--- src/rtl/safe_domain_pkg.sv ---
// Shared constants and types of the always-on domain, referenced by scoped name from each file
package safe_domain_pkg;

  // ********************************************************************
  // Pad and source counts
  // ********************************************************************

  // Chip pads
  localparam int unsigned N_IO = 16;

  // Peripheral IO lines
  localparam int unsigned N_PERIO = 8;

  // GPIO lines
  localparam int unsigned N_GPIO = 8;

  // FPGA IO lines
  localparam int unsigned N_FPGAIO = 4;

  // All source input lines, packed as {fpgaio, gpio, perio}
  localparam int unsigned N_SRC_IN = N_PERIO + N_GPIO + N_FPGAIO;

  // ********************************************************************
  // Pad field widths
  // ********************************************************************

  // Mux code per pad
  localparam int unsigned NBIT_PADMUX = 2;

  // Opaque pad setting (drive, pull and so on)
  localparam int unsigned NBIT_PADCFG = 6;

  // ********************************************************************
  // Clocking and synchronization
  // ********************************************************************

  // Reference to slow clock ratio, must be even
  localparam int unsigned SLOW_CLK_DIV = 4;

  // Reference cycles per slow clock phase
  localparam int unsigned SLOW_HALF = SLOW_CLK_DIV / 2;

  // Phase counter width, at least one bit
  localparam int unsigned SLOW_CNT_W = (SLOW_HALF > 1) ? $clog2(SLOW_HALF) : 1;

  // Flops in the pad input synchronizer
  localparam int unsigned IN_SYNC_STAGES = 2;

  // ********************************************************************
  // Pad mux codes
  // ********************************************************************

  // Source a pad is routed to; PAD_OFF parks the pad
  typedef enum logic [NBIT_PADMUX-1:0] {
    PAD_PERIO  = NBIT_PADMUX'(0),
    PAD_GPIO   = NBIT_PADMUX'(1),
    PAD_FPGAIO = NBIT_PADMUX'(2),
    PAD_OFF    = NBIT_PADMUX'(3)
  } pad_sel_e;

endpackage
--- src/rtl/pad_bus_if.sv ---
// Pad-side bundle between the domain top and the pad router, with one view per side
`timescale 1ns/100ps

interface pad_bus_if;

  // ********************************************************************
  // Pad signals
  // ********************************************************************

  // Pad output value and output enable
  logic [safe_domain_pkg::N_IO-1:0] io_out;
  logic [safe_domain_pkg::N_IO-1:0] io_oe;

  // Raw pad input, asynchronous to ref clock
  logic [safe_domain_pkg::N_IO-1:0] io_in;

  // Per-pad mux code
  safe_domain_pkg::pad_sel_e pad_mux [safe_domain_pkg::N_IO];

  // Per-pad configuration, requested and delivered
  logic [safe_domain_pkg::N_IO-1:0][safe_domain_pkg::NBIT_PADCFG-1:0] pad_cfg_in;
  logic [safe_domain_pkg::N_IO-1:0][safe_domain_pkg::NBIT_PADCFG-1:0] pad_cfg_out;

  // Router side drives the pads
  modport router (
    output io_out,
    output io_oe,
    output pad_cfg_out,
    input  io_in,
    input  pad_mux,
    input  pad_cfg_in
  );

  // Chip side mirrors the router
  modport chip (
    input  io_out,
    input  io_oe,
    input  pad_cfg_out,
    output io_in,
    output pad_mux,
    output pad_cfg_in
  );

endinterface

--- src/rtl/safe_domain.sv ---
// Always-on domain top: reset synchronizer, slow clock divider and pad router on plain ports
`timescale 1ns/100ps

module safe_domain (
  // Clock and reset
  input  logic                                  ref_clk_i,
  input  logic                                  reset_i,
  output logic                                  reset_o,
  output logic                                  slow_clk_o,

  // Pad control fields
  input  logic [safe_domain_pkg::N_IO-1:0][safe_domain_pkg::NBIT_PADMUX-1:0] pad_mux_i,
  input  logic [safe_domain_pkg::N_IO-1:0][safe_domain_pkg::NBIT_PADCFG-1:0] pad_cfg_i,
  output logic [safe_domain_pkg::N_IO-1:0][safe_domain_pkg::NBIT_PADCFG-1:0] pad_cfg_o,

  // Pads
  output logic [safe_domain_pkg::N_IO-1:0]      io_out_o,
  output logic [safe_domain_pkg::N_IO-1:0]      io_oe_o,
  input  logic [safe_domain_pkg::N_IO-1:0]      io_in_i,

  // Peripheral IOs
  input  logic [safe_domain_pkg::N_PERIO-1:0]   perio_out_i,
  input  logic [safe_domain_pkg::N_PERIO-1:0]   perio_oe_i,
  output logic [safe_domain_pkg::N_PERIO-1:0]   perio_in_o,

  // GPIOs
  input  logic [safe_domain_pkg::N_GPIO-1:0]    gpio_out_i,
  input  logic [safe_domain_pkg::N_GPIO-1:0]    gpio_oe_i,
  output logic [safe_domain_pkg::N_GPIO-1:0]    gpio_in_o,

  // FPGA IOs
  input  logic [safe_domain_pkg::N_FPGAIO-1:0]  fpgaio_out_i,
  input  logic [safe_domain_pkg::N_FPGAIO-1:0]  fpgaio_oe_i,
  output logic [safe_domain_pkg::N_FPGAIO-1:0]  fpgaio_in_o
);

  // Synchronized domain reset
  logic domain_reset;

  // ********************************************************************
  // Reset and slow clock
  // ********************************************************************

  reset_sync u_reset_sync (
    .ref_clk_i (ref_clk_i),
    .reset_i   (reset_i),
    .reset_o   (domain_reset)
  );

  // Divider runs from the synchronized reset
  slow_clk_div u_slow_clk_div (
    .ref_clk_i  (ref_clk_i),
    .reset_i    (domain_reset),
    .slow_clk_o (slow_clk_o)
  );

  assign reset_o = domain_reset;

  // ********************************************************************
  // Pad routing
  // ********************************************************************

  pad_bus_if pads ();

  // Raw pad codes into enum form
  always_comb
  begin
    for (int k = 0; k < safe_domain_pkg::N_IO; k++)
    begin
      pads.pad_mux[k] = safe_domain_pkg::pad_sel_e'(pad_mux_i[k]);
    end
  end

  // Chip-side fields from and to the top ports
  assign pads.io_in      = io_in_i;
  assign pads.pad_cfg_in = pad_cfg_i;
  assign io_out_o        = pads.io_out;
  assign io_oe_o         = pads.io_oe;
  assign pad_cfg_o       = pads.pad_cfg_out;

  pad_control u_pad_control (
    .ref_clk_i    (ref_clk_i),
    .reset_i      (domain_reset),
    .pads         (pads.router),
    .perio_out_i  (perio_out_i),
    .perio_oe_i   (perio_oe_i),
    .perio_in_o   (perio_in_o),
    .gpio_out_i   (gpio_out_i),
    .gpio_oe_i    (gpio_oe_i),
    .gpio_in_o    (gpio_in_o),
    .fpgaio_out_i (fpgaio_out_i),
    .fpgaio_oe_i  (fpgaio_oe_i),
    .fpgaio_in_o  (fpgaio_in_o)
  );

endmodule

--- src/rtl/pad_control.sv ---
// Pad router: per-pad source mux, config gating and synchronized input demux to the sources
`timescale 1ns/100ps

module pad_control (
  input  logic                                  ref_clk_i,
  input  logic                                  reset_i,

  // Pad side
  pad_bus_if.router                             pads,

  // Peripheral IOs
  input  logic [safe_domain_pkg::N_PERIO-1:0]   perio_out_i,
  input  logic [safe_domain_pkg::N_PERIO-1:0]   perio_oe_i,
  output logic [safe_domain_pkg::N_PERIO-1:0]   perio_in_o,

  // GPIOs
  input  logic [safe_domain_pkg::N_GPIO-1:0]    gpio_out_i,
  input  logic [safe_domain_pkg::N_GPIO-1:0]    gpio_oe_i,
  output logic [safe_domain_pkg::N_GPIO-1:0]    gpio_in_o,

  // FPGA IOs
  input  logic [safe_domain_pkg::N_FPGAIO-1:0]  fpgaio_out_i,
  input  logic [safe_domain_pkg::N_FPGAIO-1:0]  fpgaio_oe_i,
  output logic [safe_domain_pkg::N_FPGAIO-1:0]  fpgaio_in_o
);

  // Demuxed pad inputs per source, before synchronization
  logic [safe_domain_pkg::N_PERIO-1:0]  perio_in_d;
  logic [safe_domain_pkg::N_GPIO-1:0]   gpio_in_d;
  logic [safe_domain_pkg::N_FPGAIO-1:0] fpgaio_in_d;

  // Synchronizer chain over all source lines
  logic [safe_domain_pkg::IN_SYNC_STAGES-1:0][safe_domain_pkg::N_SRC_IN-1:0] sync_q;

  // ********************************************************************
  // Output direction
  // ********************************************************************

  // Pad k drives from line k mod width of its selected source
  always_comb
  begin
    for (int k = 0; k < safe_domain_pkg::N_IO; k++)
    begin
      unique case (pads.pad_mux[k])
        safe_domain_pkg::PAD_PERIO:
        begin
          pads.io_out[k] = perio_out_i[k % safe_domain_pkg::N_PERIO];
          pads.io_oe[k]  = perio_oe_i[k % safe_domain_pkg::N_PERIO];
        end
        safe_domain_pkg::PAD_GPIO:
        begin
          pads.io_out[k] = gpio_out_i[k % safe_domain_pkg::N_GPIO];
          pads.io_oe[k]  = gpio_oe_i[k % safe_domain_pkg::N_GPIO];
        end
        safe_domain_pkg::PAD_FPGAIO:
        begin
          pads.io_out[k] = fpgaio_out_i[k % safe_domain_pkg::N_FPGAIO];
          pads.io_oe[k]  = fpgaio_oe_i[k % safe_domain_pkg::N_FPGAIO];
        end
        default:
        begin
          // Parked pad, driver off
          pads.io_out[k] = 1'b0;
          pads.io_oe[k]  = 1'b0;
        end
      endcase

      // Config passes through unless the pad is parked
      if (pads.pad_mux[k] == safe_domain_pkg::PAD_OFF)
      begin
        pads.pad_cfg_out[k] = '0;
      end
      else
      begin
        pads.pad_cfg_out[k] = pads.pad_cfg_in[k];
      end
    end
  end

  // ********************************************************************
  // Input direction
  // ********************************************************************

  // Walk pads from the top down so the lowest selecting pad wins
  // Lines with no selecting pad stay 0
  always_comb
  begin
    perio_in_d  = '0;
    gpio_in_d   = '0;
    fpgaio_in_d = '0;
    for (int k = safe_domain_pkg::N_IO - 1; k >= 0; k--)
    begin
      if (pads.pad_mux[k] == safe_domain_pkg::PAD_PERIO)
      begin
        perio_in_d[k % safe_domain_pkg::N_PERIO] = pads.io_in[k];
      end
      if (pads.pad_mux[k] == safe_domain_pkg::PAD_GPIO)
      begin
        gpio_in_d[k % safe_domain_pkg::N_GPIO] = pads.io_in[k];
      end
      if (pads.pad_mux[k] == safe_domain_pkg::PAD_FPGAIO)
      begin
        fpgaio_in_d[k % safe_domain_pkg::N_FPGAIO] = pads.io_in[k];
      end
    end
  end

  // Pads are asynchronous, so flop every line IN_SYNC_STAGES times
  // Cleared under reset so sources read 0
  always_ff @(posedge ref_clk_i)
  begin
    if (reset_i)
    begin
      sync_q <= '0;
    end
    else
    begin
      sync_q[0] <= {fpgaio_in_d, gpio_in_d, perio_in_d};
      for (int s = 1; s < safe_domain_pkg::IN_SYNC_STAGES; s++)
      begin
        sync_q[s] <= sync_q[s-1];
      end
    end
  end

  // Last stage feeds the sources
  assign {fpgaio_in_o, gpio_in_o, perio_in_o} = sync_q[safe_domain_pkg::IN_SYNC_STAGES-1];

  // ********************************************************************
  // Checks
  // ********************************************************************

  // A parked pad never drives and never carries a setting
  for (genvar k = 0; k < safe_domain_pkg::N_IO; k++)
  begin : g_off_check
    a_pad_off_quiet : assert property (
      @(posedge ref_clk_i)
      (pads.pad_mux[k] == safe_domain_pkg::PAD_OFF) |->
        (!pads.io_oe[k] && (pads.pad_cfg_out[k] == '0))
    );
  end

endmodule

--- src/rtl/slow_clk_div.sv ---
// Counter-based divider producing the 50% duty slow clock from the reference clock
`timescale 1ns/100ps

module slow_clk_div (
  input  logic ref_clk_i,
  input  logic reset_i,
  output logic slow_clk_o
);

  // ********************************************************************
  // Phase counter and clock register
  // ********************************************************************

  // Last count of a phase
  localparam logic [safe_domain_pkg::SLOW_CNT_W-1:0] LAST_CNT =
    safe_domain_pkg::SLOW_CNT_W'(safe_domain_pkg::SLOW_HALF - 1);

  // Cycles spent in the current phase
  logic [safe_domain_pkg::SLOW_CNT_W-1:0] phase_cnt_q;

  // Registered output, no glitches
  logic slow_clk_q;

  // Low under reset, toggle at the end of each phase
  always_ff @(posedge ref_clk_i)
  begin
    if (reset_i)
    begin
      phase_cnt_q <= '0;
      slow_clk_q  <= 1'b0;
    end
    else if (phase_cnt_q == LAST_CNT)
    begin
      phase_cnt_q <= '0;
      slow_clk_q  <= ~slow_clk_q;
    end
    else
    begin
      phase_cnt_q <= phase_cnt_q + 1'b1;
    end
  end

  assign slow_clk_o = slow_clk_q;

  // ********************************************************************
  // Checks
  // ********************************************************************

  // No edge closer than SLOW_HALF cycles to the previous one
  for (genvar d = 1; d < safe_domain_pkg::SLOW_HALF; d++)
  begin : g_min_phase
    a_min_phase : assert property (
      @(posedge ref_clk_i) disable iff (reset_i)
      $changed(slow_clk_o) |-> ($past(slow_clk_o, d) == $past(slow_clk_o, d + 1))
    );
  end

endmodule

--- src/rtl/reset_sync.sv ---
// Two-flop reset synchronizer that turns the board reset into the always-on domain reset
`timescale 1ns/100ps

module reset_sync (
  input  logic ref_clk_i,
  input  logic reset_i,
  output logic reset_o
);

  // ********************************************************************
  // Reset chain
  // ********************************************************************

  // Stage 0 samples release, stage 1 drives the domain
  logic [1:0] chain_q;

  // Set on reset, shift zeros in once reset_i drops
  always_ff @(posedge ref_clk_i)
  begin
    if (reset_i)
    begin
      chain_q <= 2'b11;
    end
    else
    begin
      chain_q <= {chain_q[0], 1'b0};
    end
  end

  // Assert is seen at the next edge
  // Release takes two edges
  assign reset_o = chain_q[1];

  // ********************************************************************
  // Checks
  // ********************************************************************

  // Board reset always reaches the domain one edge later
  a_reset_assert : assert property (
    @(posedge ref_clk_i) reset_i |=> reset_o
  );

  // Domain reset stays up for a cycle after the board reset drops
  a_reset_hold : assert property (
    @(posedge ref_clk_i) (reset_i ##1 !reset_i) |-> reset_o
  );

endmodule

--- config.mk ---
export PLATFORM = sky130hd
export DESIGN_NAME = safe_domain
export DESIGN_NICKNAME = d
export VERILOG_FILES = /design/src/rtl/safe_domain_pkg.sv /design/src/rtl/pad_bus_if.sv /design/src/rtl/safe_domain.sv /design/src/rtl/pad_control.sv /design/src/rtl/slow_clk_div.sv /design/src/rtl/reset_sync.sv
export SDC_FILE = /design/constraint.sdc
export NUM_CORES = 1
export LEC_CHECK = 0
export ABC_CLOCK_PERIOD_IN_PS = 1300
export BUFFER_PORTS_ARGS = -buffer_cell sky130_fd_sc_hd__buf_2
export CORE_AREA = 5 5 129 131
export DETAILED_ROUTE_END_ITERATION = 8
export DIE_AREA = 0 0 134 136
export GPL_ROUTABILITY_DRIVEN = 0
export PLACE_DENSITY = 0.6
export SYNTH_ARGS = -nofsm -noshare
export SYNTH_HDL_FRONTEND = slang
export SYNTH_SLANG_ARGS = --single-unit
export TNS_END_PERCENT = 50
--- constraint.sdc ---
create_clock -name ref_clk_i -period 1.3 [get_ports ref_clk_i]
set_input_delay 0.26 -clock ref_clk_i [delete_from_list [all_inputs] [get_ports ref_clk_i]]
set_output_delay 0.26 -clock ref_clk_i [all_outputs]
set_load 0.005 [all_outputs]
==> Word level (Yosys, flattened, before mapping) <==
Index checks and enable logic that the tools add are counted.
{ "word_totals": {"latchBits": 0, "elab_cells": 170, "romBits": 0, "mem_count": 0, "mem_bits_rw": 0, "output_inout_bits": 150, "ff_bits": 44} }
{ "op_classes": {"n_bitwise": 1, "n_mux": 97, "n_eq_ne": 48, "add_sub_neg": 1, "div_mod_pow": 0, "n_lt_le_gt_ge": 0, "reduce_logical": 17, "shift": 0, "multipliers": 0} }
{ "ops": {"columns": ["cell", "count"], "rows": [
  ["$mux W6", 16],
  ["$pmux W1 S3", 32],
  ["$eq A2 B2 Y1 const B", 32],
  ["$mux W1", 49],
  ["$eq A2 B1 Y1 const B", 16],
  ["$logic_not A2 Y1", 16],
  ["$reduce_or A2 Y1", 1],
  ["$add A1 B1 Y1 const B", 1],
  ["$not A1 Y1", 1]
]} }

==> Logic depth before layout (Yosys ltp) <==
{ "logic_depth": {"word_depth": 5, "ltp_mapped": 4, "ltp_nobuf": 3} }

==> Modules after synthesis <==
Synthesis repeated with hierarchy kept, for this count alone.
{ "unflattened": {"hier_cells": 414, "hier_area_um2": 3173.0} }
{ "by_module_without_submodules": {"columns": ["module", "cells_each", "area_per_inst_um2", "n_inst", "seq_area_each_um2"], "rows": [
  ["pad_control", 406, 3070.4, 1, 800.8],
  ["slow_clk_div", 5, 56.3, 1, 40.0],
  ["reset_sync", 3, 46.3, 1, 40.0]
]} }

==> Worst setup path before layout <==
OpenSTA, ideal clock, no wires.
{ "synth_timing": {"path_kind": "input to register", "start": "input port pad_mux_i[31] (netlist bit)", "end": "register u_pad_control.sync_q[19] (netlist bit)", "setup_ns": 0.103, "required_time_ns": 1.197, "setup_slack_ns": 0.110, "arrival_time_ns": 1.086, "cell_stages": 4, "path_cell_list": "buf_2 > nand2_1 > or3_1 > a2111oi_2"} }
{ "synth_between": {"elab_chain_len": 5} }
{ "synth_rtl": {"columns": ["item", "line_no", "rtl"], "rows": [
  ["start: declaration", "safe_domain.sv:12", "input logic [safe_domain_pkg::N_IO-1:0][safe_domain_pkg::NBIT_PADMUX-1:0] pad_mux_i,"],
  ["$eq A2 B2 Y1", "pad_control.sv:101", "if (pads.pad_mux[k] == safe_domain_pkg::PAD_FPGAIO)"],
  ["$mux W1 (4 in a row)", "pad_control.sv:101", null],
  ["end signal: indexed assignment", "pad_control.sv:121", "sync_q[s] <= sync_q[s-1];"],
  ["end: declaration", "pad_control.sv:33", "logic [safe_domain_pkg::IN_SYNC_STAGES-1:0][safe_domain_pkg::N_SRC_IN-1:0] sync_q;"]
]} }
Every way passes these cells.
A chain may end at the register's enable or synchronous reset.

==> results.toml <==
[grt]
grt-ovfl-total = 0
grt_use_total_pct = 11.9
grt_pass1_vias = 3753
antenna_found_initial = 0
grt_pass1_wl_mm = 18.2
grt_max_degree = 21

[power_and_ir_drop]
clkPwrFrac_pct = 32.7
p_leak_nw = 2.68
power.density_nw_per_um2 = 746
combPwrFrac_pct = 31.2
p_seq_share_pct = 36.1
p_int_mw = 2.81
fin_total_pwr_mw = 3.86
p_sw_share_pct = 27.3
vdd_drop_max_uv = 429
power.switching_mw = 1.05

[yosys]
async_flop_share_pct = 0
syn_area_per_cell_sq_um = 7.71
yosys_warnings = 0
synth_area_leaders = "dfxtp_1 (28%), and2_1 (19%), mux2i_1 (10%)"
mappedNetlistNets = 596
ys.flop_type = "dfxtp_1"
synthTopCellsByCount = "and2_1 (96), nand2_1 (57), dfxtp_1 (44)"
yosysMostFrequentCell = "and2_1"
synth_edf_count = 0
ys_seq_area_share_pct = 27.9
synthesis.instances = 410
yosys.area.top_type = "dfxtp_1"
ys_types = 23
synth_area_sq_um = 3160
synth_top_area_share_pct = 27.9
ys_ff_latch = 44

[detailed_routing]
first_pass_iters = 4
drcViolationCount = 0
routed_wl_mm = 12.1
vias = 3882
ant_nets = 0
wl_per_cell_microns = 13.1
drt_first_iter_violations = 120
vias_per_cell = 4.18

[floorplan]
die_height_microns = 136
fp.dieW_microns = 134
initial_utilization_pct = 20.4
die_area_sq_um = 18200
ios = 336
core-area_sq_um = 15500
num_rows = 46

[clock_network]
cts_buffers = 5
clk_pin_slew_ns = 0.06
postCtsSetupBuffers = 0
cts_hold_buf = 0
cts_buffer_depth = 2
cts_tree = "built"
clock_sinks = 44
root_buffer = "clkbuf_16"
clk_latency_ns = 0.28
htreeDepth = 2

[place]
portBuffers = 335
hpwl_mm = 10.5

[layout]
fillCellCount = 1662
multi_input_comb_area_sq_um = 2100
syn2layout_area_growth_pct = 63.7
n_antenna_cell = 0
register_area_sq_um = 882
nNetsFinal = 921
drive_gt1_share_pct = 50.5
utilization_pct = 33.4

[timing]
slew_headroom_pct = 71.7
slew_viol_final = 0
rsz0062_at_grt = "false"
finalHoldWorstSlack_ns = 0.0872
period_minus_slack_ns = 1.23
worst_slew_pin_slew_ns = 0.413
skew_ns = 0.00532
clock.fmax_mhz = 815
finalSetupViolCount = 0
period_share_pct = 94.4
finalHoldViolCount = 0

[setup_path]
startpoint = "pad_mux_i[31]"
start_kind = "primary input"
crit_fanout = 6
critical_path_class = "in2out"
crit_path_end_kind = "output pin"
reg2reg_from = "u_reset_sync.chain_q[1]$_SDFF_PP1_"
worstPathRequired_ns = 1.04
worst_ep_arrival_time_ns = 0.97

[run_status]
status = "finished clean"

[hold_path]
min_path_type = "in2reg"
worstHoldStart = "reset_i"

[flow_run]
cap_violations = 0
cell usage in the layout, fill, tap and decap left out, types with 5 or more instances in the layout:
| cell type | instances |
|---|---|
| nand4b_1 | 8 |
| clkbuf_16 | 5 |
| nor2b_1 | 29 |
| nand2_1 | 56 |
| a21oi_1 | 16 |
| buf_2 | 335 |
| mux2i_1 | 32 |
| nor2b_2 | 11 |
| dfxtp_1 | 43 |
| buf_4 | 15 |
| or4b_1 | 8 |
| nor2_1 | 10 |
| and2_1 | 96 |
| o21ai_0 | 31 |
| nand3b_1 | 11 |
| nand2b_1 | 8 |
metrics by stage:
| stage | instance area, sq um | TNS [ns] | instances | setup WS (ns) |
|---|---|---|---|---|
| global placement | 5000 | -0.00218 | 920 | -0.00218 |
| detailed placement | 5000 | -0.0617 | 920 | -0.0442 |
| global route | 5180 | 0 | 928 | 0.00156 |
| CTS | 5150 | 0 | 928 | 0.00678 |
| floorplan | 3160 | 0 | 410 | 0.110 |
| finish | 5180 | 0 | 928 | 0.0728 |
critical path, stage by stage:
cell and delay, ns:
buf_2 0.14, buf_4 0.13, nand2_1 0.12, and2_1 0.19
buf_2 0.13
registers in the layout, indices dropped and copies added (netlist names):
register / count
u_pad_control.perio_in_o: 8
u_pad_control.sync_q: 20
u_reset_sync.chain_q: 2
u_slow_clk_div.slow_clk_o: 1
u_pad_control.gpio_in_o: 8
u_slow_clk_div.phase_cnt_q: 1
u_pad_control.fpgaio_in_o: 4
layout make-up:
type,count,area share [%]
sequential,44,17.0
tap,192,4.64
clock buffer,8,2.83
multi-input combinational,333,40.5
timing repair buffer,351,35.0
final timing paths:
check / endpoint / slack (ns) / depth (start not counted)
max: pad_cfg_o[95] / 0.07 / 5
min: u_reset_sync.chain_q[0]$_DFF_P_ / 0.09 / 1
max reg2reg: u_pad_control.sync_q[17]$_SDFF_PP0_ / 0.29 / 2
min reg2reg: u_reset_sync.chain_q[1]$_SDFF_PP1_ / 0.42 / 1
kinds of logic after synthesis:
| group | Yosys count | share of synthesized area [%] |
|---|---|---|
| AO/OA/AOI/OAI | 56 | 9.85 |
| AND/OR/NAND/NOR | 244 | 45.2 |
| multiplexers | 32 | 10.1 |
| XOR/XNOR | 1 | 0.277 |
| buffers and inverters | 33 | 6.65 |
| flip-flops | 44 | 27.9 |
routing by layer:
layer  global-route usage [%]  vias up  share of wire (%)
met4                     1.20        0               0.26
met3                     4.11        4                9.4
met5                        0        -                  0
li1                         -     2004                  -
met2                     19.9      178                 48
met1                     15.4     1696                 43
power by group through the flow:
stage | clock [mW] | sequential, mW | combinational [mW]
2_1_floorplan | 0 | 1.42 | 0.492
3_3_place_gp | 0 | 1.43 | 1.20
3_5_place_dp | 0 | 1.43 | 1.20
4_1_cts | 1.33 | 1.39 | 1.21
5_1_grt | 1.40 | 1.40 | 1.34
6_report | 1.26 | 1.39 | 1.20
what timing repair did:
item / 4_1_cts / 5_1_grt
hold endpoints to repair: 0 / 0
endpoints found under the setup margin: 0 / 16
resized for setup: 0 / 12
No activity file was read; power rests on OpenSTA's default activity.
